## config.mk

```make
export PLATFORM = sky130hd
export DESIGN_NAME = sgd_b_fifo
export DESIGN_NICKNAME = d
export VERILOG_FILES = /design/src/hw/sgd_pkg.sv /design/src/hw/sgd_b_fifo.sv
export VERILOG_INCLUDE_DIRS = /design/src /design/src/hw
export SDC_FILE = /design/constraint.sdc
export NUM_CORES = 1
export LEC_CHECK = 0
export CAP_MARGIN = 40
export CORE_AREA = 2 2 367 369
export DETAILED_ROUTE_END_ITERATION = 8
export DIE_AREA = 0 0 369 371
export DONT_BUFFER_PORTS = 1
export HOLD_SLACK_MARGIN = 0.1
export PLACE_DENSITY_LB_ADDON = 0.25
export SLEW_MARGIN = 20
export SYNTH_ARGS = -nofsm -noshare
export SYNTH_HDL_FRONTEND = slang
export SYNTH_SLANG_ARGS = --single-unit
```

## constraint.sdc

```tcl
create_clock -name clk -period 22.4 [get_ports clk]
set_clock_uncertainty 0.15 [all_clocks]
set_input_delay 2.24 -clock clk [delete_from_list [all_inputs] [get_ports clk]]
set_output_delay 2.24 -clock clk [all_outputs]
set_load 0.01 [all_outputs]
```

## src/hw/sgd_config.svh

```systemverilog
`ifndef SGD_CONFIG_SVH
`define SGD_CONFIG_SVH

////////////////////////////////////////
// sample line geometry
////////////////////////////////////////
`define SGD_NUM_BANKS          4
`define SGD_BITS_PER_BANK      8

// model x memory, 64 words
`define SGD_X_ADDR_BITS        6
`define SGD_X_WIDTH            16

// dot, label and loss words
`define SGD_ACC_WIDTH          32

// run configuration fields
`define SGD_PLANE_BITS         4
`define SGD_CHUNK_BITS         3
`define SGD_STEP_BITS          5

// queues
`define SGD_B_FIFO_DEPTH_BITS  3
`define SGD_DOT_QUEUE_DEPTH    4

`endif

```

## src/hw/sgd_pkg.sv

```systemverilog
`include "sgd_config.svh"

package sgd_pkg;

	////////////////////////////////////////
	// data types
	////////////////////////////////////////

	// one bit plane, one byte per sample bank
	// bit j of a bank byte belongs to feature chunk*8+j
	typedef logic [`SGD_NUM_BANKS-1:0][`SGD_BITS_PER_BANK-1:0] a_line_t;

	// signed word for dot, label and loss values
	typedef logic signed [`SGD_ACC_WIDTH-1:0] acc_t;

	// one value per sample bank
	typedef struct packed {
		acc_t [`SGD_NUM_BANKS-1:0] bank;
	} bank_vec_t;

	////////////////////////////////////////
	// run configuration
	////////////////////////////////////////

	// chunks of zero wraps around to eight lines per plane
	typedef struct packed {
		logic [`SGD_CHUNK_BITS-1:0] chunks;
		logic [`SGD_PLANE_BITS-1:0] num_bits;
		logic [`SGD_STEP_BITS-1:0]  step_shift;
	} sgd_cfg_t;

	// dot engine FSM
	typedef enum logic [1:0] {
		DOT_IDLE,
		DOT_ACCUM,
		DOT_EMIT
	} dot_state_e;

endpackage

```

## src/hw/sgd_b_fifo.sv

```systemverilog
`timescale 1ns/1ps
`include "sgd_config.svh"

module sgd_b_fifo import sgd_pkg::*; (
	input  logic      clk,
	input  logic      reset,
	input  logic      b_wr,
	input  bank_vec_t b_data,
	input  logic      b_pop,
	output logic      b_avail,
	output bank_vec_t b_head,
	output logic      b_almost_full
);

	localparam int DEPTH = 2**`SGD_B_FIFO_DEPTH_BITS;

	bank_vec_t mem [DEPTH];

	logic [`SGD_B_FIFO_DEPTH_BITS-1:0] wr_ptr;
	logic [`SGD_B_FIFO_DEPTH_BITS-1:0] rd_ptr;
	logic [`SGD_B_FIFO_DEPTH_BITS:0]   count;
	logic                              do_wr;
	logic                              do_rd;

	// full buffer drops the write
	assign do_wr = b_wr && (count != DEPTH);
	assign do_rd = b_pop && (count != 0);

	////////////////////////////////////////
	// storage and pointers
	////////////////////////////////////////

	always_ff @(posedge clk) begin
		if (do_wr)
			mem[wr_ptr] <= b_data;
	end

	always_ff @(posedge clk) begin
		if (reset) begin
			wr_ptr <= '0;
			rd_ptr <= '0;
			count  <= '0;
		end else begin
			if (do_wr)
				wr_ptr <= wr_ptr + 1'b1;
			if (do_rd)
				rd_ptr <= rd_ptr + 1'b1;
			case ({do_wr, do_rd})
				2'b10:   count <= count + 1'b1;
				2'b01:   count <= count - 1'b1;
				default: count <= count;
			endcase
		end
	end

	// head visible with no read latency
	assign b_head        = mem[rd_ptr];
	assign b_avail       = (count != 0);
	// one slot of slack for a write already in flight
	assign b_almost_full = (count >= DEPTH - 1);

endmodule

```

# Yosys cells after proc, flatten, opt, wreduce, memory -nomap -nowiden
# Memories as Yosys holds them, arrays and structs flattened. A register that Yosys moved wholly into a read port is not among the register bits.
# Cells that the tools add are included.
[word_totals] ff_bits=10 ramBits=1024 mem_count=1
[mem_list] name="mem" depth=8 word_bits=128 read_ports=1 rd_clocked_by_memory_dff=1 write_ports=1 line_no="sgd_b_fifo.sv:17" rtl="bank_vec_t mem [DEPTH];"
[classes] addsub=4 order_cmp=1 eq_ne=3 n_mux=5 reduce_logical=4
[op_table] op="$pmux 4 s2" n=1
[op_table] op="$add 3x1->3 const B" n=2
[op_table] op="$mux 3" n=2
[op_table] op="$add 4x1->4 const B" n=1
[op_table] op="$ge 4x3->1 const B" n=1
[op_table] op="$ne 4x4->1 const B" n=1
[op_table] op="$reduce_bool 4->1" n=1
[op_table] op="$sub 4x1->4 const B" n=1
[op_table] op="$eq 2x1->1 const B" n=1
[op_table] op="$eq 2x2->1 const B" n=1
[op_table] op="$logic_and 1x1->1" n=2
[op_table] op="$mux 1" n=2
[op_table] op="$reduce_bool 2->1" n=1

# Longest topological paths before layout
# Gate-level depths: netlist (run 1).
[logic_depth] ltp_word=4 mapped_depth=11 ltp_nobuf=10

# Worst setup path before layout (run 1)
# OpenSTA, ideal clock, no wires.
[synth_timing] path_type="input to register" start="in b_wr" end="mem mem[0][0] (netlist name), enable pin" arrival_time_ns=14.409 required_time_ns=21.320 slack_ns=6.911 path_stages=2 path_buffers=0 cell_sequence="o21ai_2 nor4_1"
[synth_via] elab_chain_cells=3
[synth_rtl] element="start, declared" line_no="sgd_b_fifo.sv:7" rtl="input logic b_wr,"
[synth_rtl] element="$logic_and 1x1->1" line_no="sgd_b_fifo.sv:26" rtl="assign do_wr = b_wr && (count != DEPTH);"
[synth_rtl] element="$mux 1" line_no="sgd_b_fifo.sv:34" rtl="if (do_wr)"
[synth_rtl] element="$mux 1 (not written as such)" line_no="sgd_b_fifo.sv:35" rtl="mem[wr_ptr] <= b_data;"
[synth_rtl] element="end, declared" line_no="sgd_b_fifo.sv:17"
# No other way between the ends.

==> flow_summary.yaml, run 1 <==
cells_and_area:
  regArea_sq_mm: 0.0310
  multi_input_area_sq_mm: 0.00790
  syn_to_final_growth_pct: 15.4
  final_cells: 3518
  fillers: 12200
  diodes: 0
  drive_above_1_share_pct: 32.1
  nets: 1791
  utilization_pct: 34.4
floorplan:
  die_w_um: 369
  rows: 134
  initial_core_util_pct: 29.8
  die_y_um: 371
  io_pins: 262
  die_area_sq_mm: 0.137
  core_sq_mm: 0.133
global_routing:
  grt_pass1_wl_um: 125000
  grt_max_degree: 52
  track_usage_pct: 12.6
  antenna_found_initial: 4
  overflow: 0
  grt_pass1_vias: 17900
clock_tree:
  cts_setup_buffers: 0
  cts.path.max_buffers: 3
  cts_max_level: 3
  cts_tree: "yes"
  cts_inserted_buffers: 112
  clk_pin_slew_ns: 0.06
  clock_latency_ns: 0.72
  hold_buffers: 0
  cts-root-buf: "clkbuf_16"
  cts.sinks: 1037
  post_cts_resized: 0
critical_path:
  critPathArrivalTime_ns: 4.44
  critical_path_class: "register to primary output"
  endpoint_kind: "primary output"
  worstPathRequired_ns: 20.01
  startpoint_type: "register"
  r2r_start: "count[1]"
  worst-path-max-fanout: 33
placement:
  port-buffer-count: 0
  dp.final_hpwl_um: 48100
  dp_cells: 3304
  gp_congestion: 0.670
pwr:
  ir_drop_mv: 0.0591
  p_leak_nw: 13.9
  powerDensity_mw_per_mm2: 110
routing:
  vias_per_cell: 4.63
  dr.pass1.iters: 5
  drtIter0Drc: 983
  ant_nets: 0
  drt_wl_total_um: 86000
  via_count: 16300
  post_drt_wl_per_cell_um: 24.4
  drc: 0
timing:
  hold_viol_final: 0
  report.final.slew_viol_count: 0
  tightest_slew_ns: 0.825
  setup_violations: 0
  relSlewSlack_pct: 45.0
  fin_crit_sh_pct: 30.5
  hold_ws_ns: 0.334
  fmax_ghz: 0.146
  rsz0062_at_grt: "no"
  setup_tns_ns: 0
  fin_crit_ns: 6.83
synthesis:
  syn-cell-area_sq_mm: 0.0396
  syn-mean-instance-area_sq_um: 25.4
  yosys_register_bits: 1037
  syn_nets: 1693
  synth_cell_types: 35
  syn_inst: 1556
  synth_warnings: 0
  yosysSeqAreaShare_pct: 78.3
run_status:
  status: "completed"
job:
  drv_cap: 0
worst_hold_path:
  min_path_type: "register to register"
  hold_start: "rd_ptr[1]"
per-layer routing:
metal  routed length [um]  GRT usage [%]  up-vias
met2                43100           21.3      360
met3                 6720           4.75      115
met1                34500           14.9     8852
li1                     -              -     6974
met5                    0              0        -
met4                 1730           3.91        0
synthesized netlist by cell type:
cell type / count / area, sq um
dfxtp_1: 13 / 260
nand2_1: 5 / 18.8
mux4_2: 184 / 4140
nor3_1: 4 / 20.0
nand2b_1: 3 / 18.8
buf_1: 6 / 22.5
a32oi_1: 1 / 8.76
a21oi_1: 3 / 15.0
o21ai_2: 1 / 8.76
or4_1: 1 / 7.51
or3_1: 2 / 12.5
nand3_1: 3 / 15.0
or2_2: 1 / 6.26
clkbuf_8: 13 / 179
inv_1: 3 / 11.3
clkbuf_4: 1 / 7.51
mux4_1: 72 / 1890
o211ai_1: 1 / 7.51
xnor2_1: 1 / 8.76
nor4_1: 1 / 6.26
buf_8: 19 / 285
nor3b_1: 1 / 7.51
mux2_2: 129 / 1450
xor2_1: 6 / 52.6
ha_1: 5 / 62.6
o22ai_1: 1 / 6.26
o21ai_0: 2 / 10.0
buf_6: 7 / 78.8
buf_2: 9 / 45.0
mux2i_1: 2 / 20.0
clkbuf_1: 15 / 56.3
nor2_1: 14 / 52.6
edfxtp_1: 1024 / 30700
buf_12: 2 / 40.0
buf_4: 1 / 7.51
layout make-up:
class                      count  share of cell area, %
sequential                  1037                   67.9
clock buffer                 128                   6.36
timing repair buffer          57                   1.54
clock inverter                82                   2.08
multi-input combinational    443                   17.3
inverter                       3                 0.0246
tap                         1768                   4.84
logic make-up after synthesis:
family / share of synthesized area [%]
AOI/OAI and AO/OA: 0.142
DFF: 78.3
xor gates and xnor gates: 0.155
buffers and inverters: 1.85
adders and majority gates: 0.158
and+or+nand+nor: 0.417
muxes: 19.0
layout by cell type (no fill, tap or decap), drive strengths merged, types with 4 or more instances in the layout:
cell type and n:
ha 5, nor2 14, bufinv 18, inv 10
edfxtp 1024, buf 57, clkinv 46, nor3 4
clkinvlp 11, mux2 129, mux4 256, clkbuf 128
xor2 6, dfxtp 13, nand2 5
critical path, cell delays in order, from the launching register on:
cell     delay (ns)
dfxtp_4        0.75
buf_4          0.44
buf_12         0.28
buf_4          0.29
buf_16         0.28
buf_4          0.56
mux4_1         0.65
mux2_2         0.33
power breakdown:
group | switching, mW | leakage, nW | internal, mW
clock network | 0.768 | 1.86 | 1.14
logic | 0.429 | 2.60 | 0.411
registers | 0.0389 | 9.41 | 2.24
worst paths after layout:
path                       to  slack, ns  cells after the start
setup reg to reg   mem[6][94]      18.57                      6
hold / removal       register       0.33                      2
hold reg to reg      register       0.33                      2
setup / recovery  b_head[100]      15.57                      7
sequential cells by signal (all words and copies together) (netlist names), named ones only:
name / flops
rd_ptr: 3
count: 4
mem: 1024
wr_ptr: 3
through the flow:
step	total power [mW]	setup WS [ns]	area, sq um
after global routing	5.24	15.11	45700
final	5.03	15.57	45700
after CTS	5.11	14.95	45600
after detailed placement	3.18	15.77	41800
after floorplan	3.04	6.91	39600
after global placement	3.16	15.72	41500
Note: power is estimated with default switching activity, not from simulation.
==> inputs of run 2 (changes only) <==
ABC_AREA = 1   (was default)
CORE_AREA = 2 2 371 373   (was 2 2 367 369)
DIE_AREA = 0 0 373 375   (was 0 0 369 371)
clock period = 5.6 ns   (was 22.4 ns; I/O delays follow)
==> run 2 against run 1 <==
Compared with the run above: utilization increased by 0.39 points; via count up 43%; area after synthesis is 2.1% higher; first-iteration DRC count grew 58%; cell area increased by 3.8%; register-to-register slack got worse by 16 ns; hold slack better by 0.014 ns; highest routed layer is now met5; worst setup slack lost 14 ns; wire length rose by 15%; critical path depth is 2 lower; sequential power grew to 4.0 times the previous value.
==> flow_summary.yaml, run 2 <==
run_status:
  status: "completed"
floorplan:
  core_sq_mm: 0.136
  rows: 136
  die_area_sq_mm: 0.140
  die_y_um: 375
  die_w_um: 373
  initial_core_util_pct: 29.6
  io_pins: 262
clock_tree:
  cts.sinks: 1037
  clock_latency_ns: 0.71
  cts-root-buf: "clkbuf_16"
  cts_tree: "yes"
  cts_max_level: 3
  clk_pin_slew_ns: 0.06
  cts_inserted_buffers: 112
  cts.path.max_buffers: 3
cells_and_area:
  largest_reg_flops: 1024
  layout_commonest_cell: "edfxtp_1"
  syn_to_final_growth_pct: 17.4
  drive_above_1_share_pct: 6.86
  utilization_pct: 34.8
  finish.instance_area_sq_mm: 0.0474
  fillers: 13100
  largest_register: "mem"
  nets: 3220
  final_cell_mix: "1024 x edfxtp_1, 518 x nor2_1, 403 x nand2_1"
  top_regs: "mem (1024), count (4)"
placement:
  dp.final_hpwl_um: 48400
  port-buffer-count: 0
  pre_cts_ws_ns: 2.41
  dpl_cell_area_sq_mm: 0.0424
  gp_congestion: 0.708
critical_path:
  startpoint_type: "register"
  path_cells: "buf_12 > o21ai_0 > o21ai_0 > nand2_1 > nand2_1"
  endpoint_kind: "primary output"
  crit_slowest_cell: "dfxtp_4"
  critPathMaxStageDelay_ns: 0.84
  critPathArrivalTime_ns: 3.20
  worst-path-max-fanout: 170
  critical_path_class: "register to primary output"
  worstPathRequired_ns: 4.89
routing:
  post_drt_wl_per_cell_um: 19.8
  ant_nets: 0
  drtIter0Drc: 1557
  drt_wl_total_um: 98500
  drc: 0
  via_count: 23300
  vias_per_cell: 4.68
  dr.pass1.iters: 4
timing:
  relSlewSlack_pct: 24.5
  setup_tns_ns: 0
  report.final.slew_viol_count: 0
  tightest_slew_ns: 1.13
  hold_viol_final: 0
  fmax_ghz: 0.256
  setup_violations: 0
  fin_ws_ns: 1.69
  rsz0062_at_grt: "no"
  fin_crit_ns: 3.91
  fin_crit_sh_pct: 69.8
synthesis:
  synth_cell_types: 25
  syn_nets: 3109
  synth_top_cell_area_share_pct: 76.1
  syn-cell-area_sq_mm: 0.0404
  synth_warnings: 0
  synth_largest_area_cell: "edfxtp_1"
  ys_async_sr_fraction_pct: 0
  synthFlopType: "edfxtp_1"
  yosysMostFrequentCell: "edfxtp_1"
  yosys-top-cells-area: "edfxtp_1 76%, nor2_1 4.9%, o21ai_0 4.6%, nand2_1 3.7%, mux2i_1 3.2%"
  synth-edff-count: 1024
  synthTopCellsByCount: "1024 x edfxtp_1, 526 x nor2_1, 403 x nand2_1"
  yosys_register_bits: 1037
  syn-mean-instance-area_sq_um: 13.6
  syn_inst: 2972
  yosysSeqAreaShare_pct: 76.7
pwr:
  power_frac_seq_pct: 45.1
  p_sw_mw: 6.03
  ir_drop_mv: 0.246
  p_leak_nw: 15.5
  netSwitchingFraction_pct: 29.6
  powerDensity_mw_per_mm2: 429
  pwr-share-comb_pct: 19.7
  pwr-share-clk_pct: 35.2
  p_total_mw: 20.4
  internal_power_mw: 14.3
global_routing:
  grt_pass1_wl_um: 148000
  antenna_found_initial: 7
  track_usage_pct: 13.8
  grt_max_degree: 171
  overflow: 0
  grt_pass1_vias: 23100
job:
  drv_cap: 0
worst_hold_path:
  min_path_type: "register to register"
-- run 2: changes by cell type in the layout (fill, tap and decap cells not counted), moves of 126 or more --
| cell | previous run | this run |
|---|---|---|
| nand2_1 | 5 | 403 |
| dlygate4sd3_1 | 0 | 132 |
| mux4_2 | 184 | 0 |
| mux2i_1 | 2 | 128 |
| mux2_2 | 129 | 0 |
| o21ai_0 | 2 | 371 |
| o22ai_1 | 1 | 128 |
| nor2_1 | 11 | 518 |
| o21ai_1 | 0 | 145 |
-- run 2: what timing repair did --
action                                  CTS  global route
hold buffers                            132             0
setup buffers                             0             0
endpoints found under the hold margin  1037             0
gates resized for setup                   0             0
-- run 2: layer usage --
layer,GRT usage (%),part of all wire [%],up-vias,wire length [um]
li1,-,-,11100,-
met1,18.0,45,11700,44000
met2,23.1,49,415,47800
met3,2.74,4.5,136,4440
met4,4.60,2.2,10,2150
met5,0,0.064,-,63
-- run 2: power groups by stage --
stage / Combinational (mW) / Sequential (mW) / Clock (mW)
2_1_floorplan: 2.92 / 9.32 / 0
3_5_place_dp: 3.90 / 9.37 / 0
3_3_place_gp: 3.89 / 9.36 / 0
4_1_cts: 4.09 / 9.21 / 7.37
5_1_grt: 4.52 / 9.22 / 7.66
6_report: 4.02 / 9.18 / 7.16
-- run 2: final cells by class --
type                    count  area, sq um  share of cell area (%)
clock inverters            74          633                    1.33
multi-input cells        1730         8420                    17.7
clock buffers             137         2940                    6.20
well taps                1794         2240                    4.73
flip-flops and latches   1037        31000                    65.4
inverters                  20         87.6                   0.185
diodes                      1         2.50                 0.00527
repair buffers            182         2100                    4.42
-- run 2: final timing paths --
path,from,end,slack [ns],cells after the start
max,register,b_head[126],1.69,5
min,rd_ptr[1],register,0.35,2
max reg2reg,count[1],mem[4][67],2.70,6
min reg2reg,rd_ptr[1],register,0.35,2
-- run 2: kinds of logic (layout without fill, tap and decap cells) --
logic type	Yosys count	after routing	share of synthesized area, %
other cells	0	1	0
buf+inv	205	413	2.59
mux	128	128	3.17
simple gates	940	940	8.78
compound gates	655	655	8.53
xor+xnor	2	2	0.0434
flops	1037	1037	76.7
fa+ha+maj	5	5	0.155
-- run 2: worst max-delay path, delay by kind of cell, from the launching register on --
kind | cells | cell delay (ns)
compound gates | 2 | 0.40
flops | 1 | 0.84
buf+inv | 1 | 0.50
simple gates | 2 | 0.32
-- run 2: per-stage QoR --
stage	hold slack (ns)	std cells
5_1_grt	0.340	4975
3_3_place_gp	0.317	4625
3_5_place_dp	0.317	4627
6_report	0.348	4975
2_1_floorplan	0.308	2972
4_1_cts	0.295	4970
==> inputs of run 3 (changes only) <==
clock period = 3.9 ns   (was 5.6 ns; I/O delays follow)
==> run 3 against run 2 <==
Compared with the run above: hold slack lost 0.033 ns; critical path depth is 3 higher; first-iteration DRC count rose by 2.1%; sequential share of layout area decreased by 0.18 points; die area did not move; cell count increased by 0.60%; register-to-register slack worse by 1.4 ns; global-route usage up 0.12 points; worst setup slack got worse by 1.2 ns; critical path type unchanged.
==> flow_summary.yaml, run 3 (same netlist as run 2, synthesis figures left out) <==
run_status:
  status: "completed"
floorplan:
  die_y_um: 375
  initial_core_util_pct: 29.6
  die_area_sq_mm: 0.140
  core_sq_mm: 0.136
  rows: 136
  die_w_um: 373
  io_pins: 262
timing:
  fin_crit_sh_pct: 87.0
  fmax_ghz: 0.295
  relSlewSlack_pct: 35.8
  rsz0062_at_grt: "no"
  report.final.slew_viol_count: 0
  setup_tns_ns: 0
  setup_violations: 0
  hold_ws_ns: 0.315
  tightest_slew_ns: 0.963
  hold_viol_final: 0
  fin_crit_ns: 3.39
cells_and_area:
  largest_reg_flops: 1024
  layout_commonest_cell: "edfxtp_1"
  final_cells: 5005
  nets: 3245
  drive_above_1_share_pct: 7.24
  syn_to_final_growth_pct: 17.7
  regArea_sq_mm: 0.0310
  multi_input_area_sq_mm: 0.00842
  utilization_pct: 34.9
  top_regs: "mem (1024), count (4)"
  fillers: 13100
  final_cell_mix: "1024 x edfxtp_1, 518 x nor2_1, 403 x nand2_1"
  largest_register: "mem"
pwr:
  powerDensity_mw_per_mm2: 612
  p_leak_nw: 15.5
  ir_drop_mv: 0.389
critical_path:
  path_cells: "buf_12 > buf_12 > nor2_1 > nor2_1 > o21ai_0 > o21ai_1 > nand2_1 > nand2_1"
  critPathCapture: "b_head[55]"
  ff2ff_path_depth: 5
  worst-path-max-fanout: 67
  startpoint_type: "register"
  critPathMaxStageDelay_ns: 0.65
  critPathArrivalTime_ns: 2.85
  r2r_end: "mem[4][64]"
  r2r_start: "count[1]"
  r2r_setup_slack_ns: 1.26
  worstPathRequired_ns: 3.36
  crit_slowest_cell: "dfxtp_4"
  critical_path_class: "register to primary output"
  endpoint_kind: "primary output"
routing:
  drc: 0
  drtIter0Drc: 1589
  ant_nets: 0
  drt_wl_total_um: 99500
  dr.pass1.iters: 6
  vias_per_cell: 4.68
  via_count: 23400
  post_drt_wl_per_cell_um: 19.9
global_routing:
  antenna_found_initial: 9
  grt_pass1_vias: 23200
  grt_pass1_wl_um: 149000
  grt_max_degree: 146
  overflow: 0
  track_usage_pct: 14.0
job:
  drv_cap: 0
clock_tree:
  cts_inserted_buffers: 113
  cts_tree: "yes"
  post_cts_resized: 0
  cts.sinks: 1037
  cts_setup_buffers: 0
  cts.path.max_buffers: 3
  clk_pin_slew_ns: 0.06
  cts-root-buf: "clkbuf_16"
  clock_latency_ns: 0.72
  cts_max_level: 3
worst_hold_path:
  min_path_type: "input port to register"
  hold_start: "b_wr"
placement:
  port-buffer-count: 0
  gp_congestion: 0.712
  dp.final_hpwl_um: 51100
  dp_cells: 4655
## run 3: changes by cell type in the layout (fill, tap and decap cells not counted), moves of 2 or more
cell	before	now
clkbuf_1	23	38
inv_6	6	3
buf_4	21	41
bufinv_16	9	4
inv_16	2	0
buf_12	24	32
clkinvlp_4	5	2
clkinv_1	34	30
diode_2	1	6
buf_16	5	1
clkinv_16	0	3
## run 3: timing repair
action,4_1_cts,5_1_grt
hold buffers,132,0
setup endpoints to repair,0,0
hold endpoints to repair,1037,0
## run 3: metrics by stage
stage               total power [mW]  cell area (sq um)  setup WS [ns]
finish                          29.1              47600          0.508
global route                    30.6              47600          0.285
CTS                             29.6              47600          0.393
detailed placement              19.2              42700           1.18
floorplan                       17.5              40400         -0.883
global placement                19.2              42700           1.20
## run 3: power by group
group | internal [mW] | total [mW] | leakage [nW] | switching, mW
sequential | 13.0 | 13.2 | 9.40 | 0.201
clock | 5.69 | 10.1 | 1.69 | 4.37
combinational | 1.71 | 5.88 | 4.45 | 4.16
## run 3: how the worst min path moves through the flow
stage               depth (start not counted)  slack [ns]         end
floorplan                                   2        0.31   wr_ptr[0]
global placement                            1        0.31   rd_ptr[0]
detailed placement                          1        0.31   wr_ptr[0]
CTS                                         1        0.25  mem[3][82]
global route                                1        0.31  mem[0][75]
finish                                      2        0.32  mem[4][14]
## run 3: area by class of cell
type	count	share of cell area [%]
clock buffers	153	6.35
repair buffers	206	4.83
multi-input cells	1730	17.7
well taps	1794	4.72
inverters	20	0.184
flip-flops and latches	1037	65.2
clock inverters	59	0.992
diodes	6	0.0316
## run 3: worst max-delay path: cells and delay by family (launching register included)
kind	cells	cell delay (ns)
simple gates	4	0.43
compound gates	2	0.20
flops	1	0.65
buf+inv	2	0.69
## run 3: per-layer routing
layer	part of all wire (%)	vias up	GRT usage, %
li1	-	11100	-
met1	45	11700	18.5
met2	48	444	22.9
met3	4.7	124	2.81
met4	2.0	8	4.48
met5	0.056	-	0
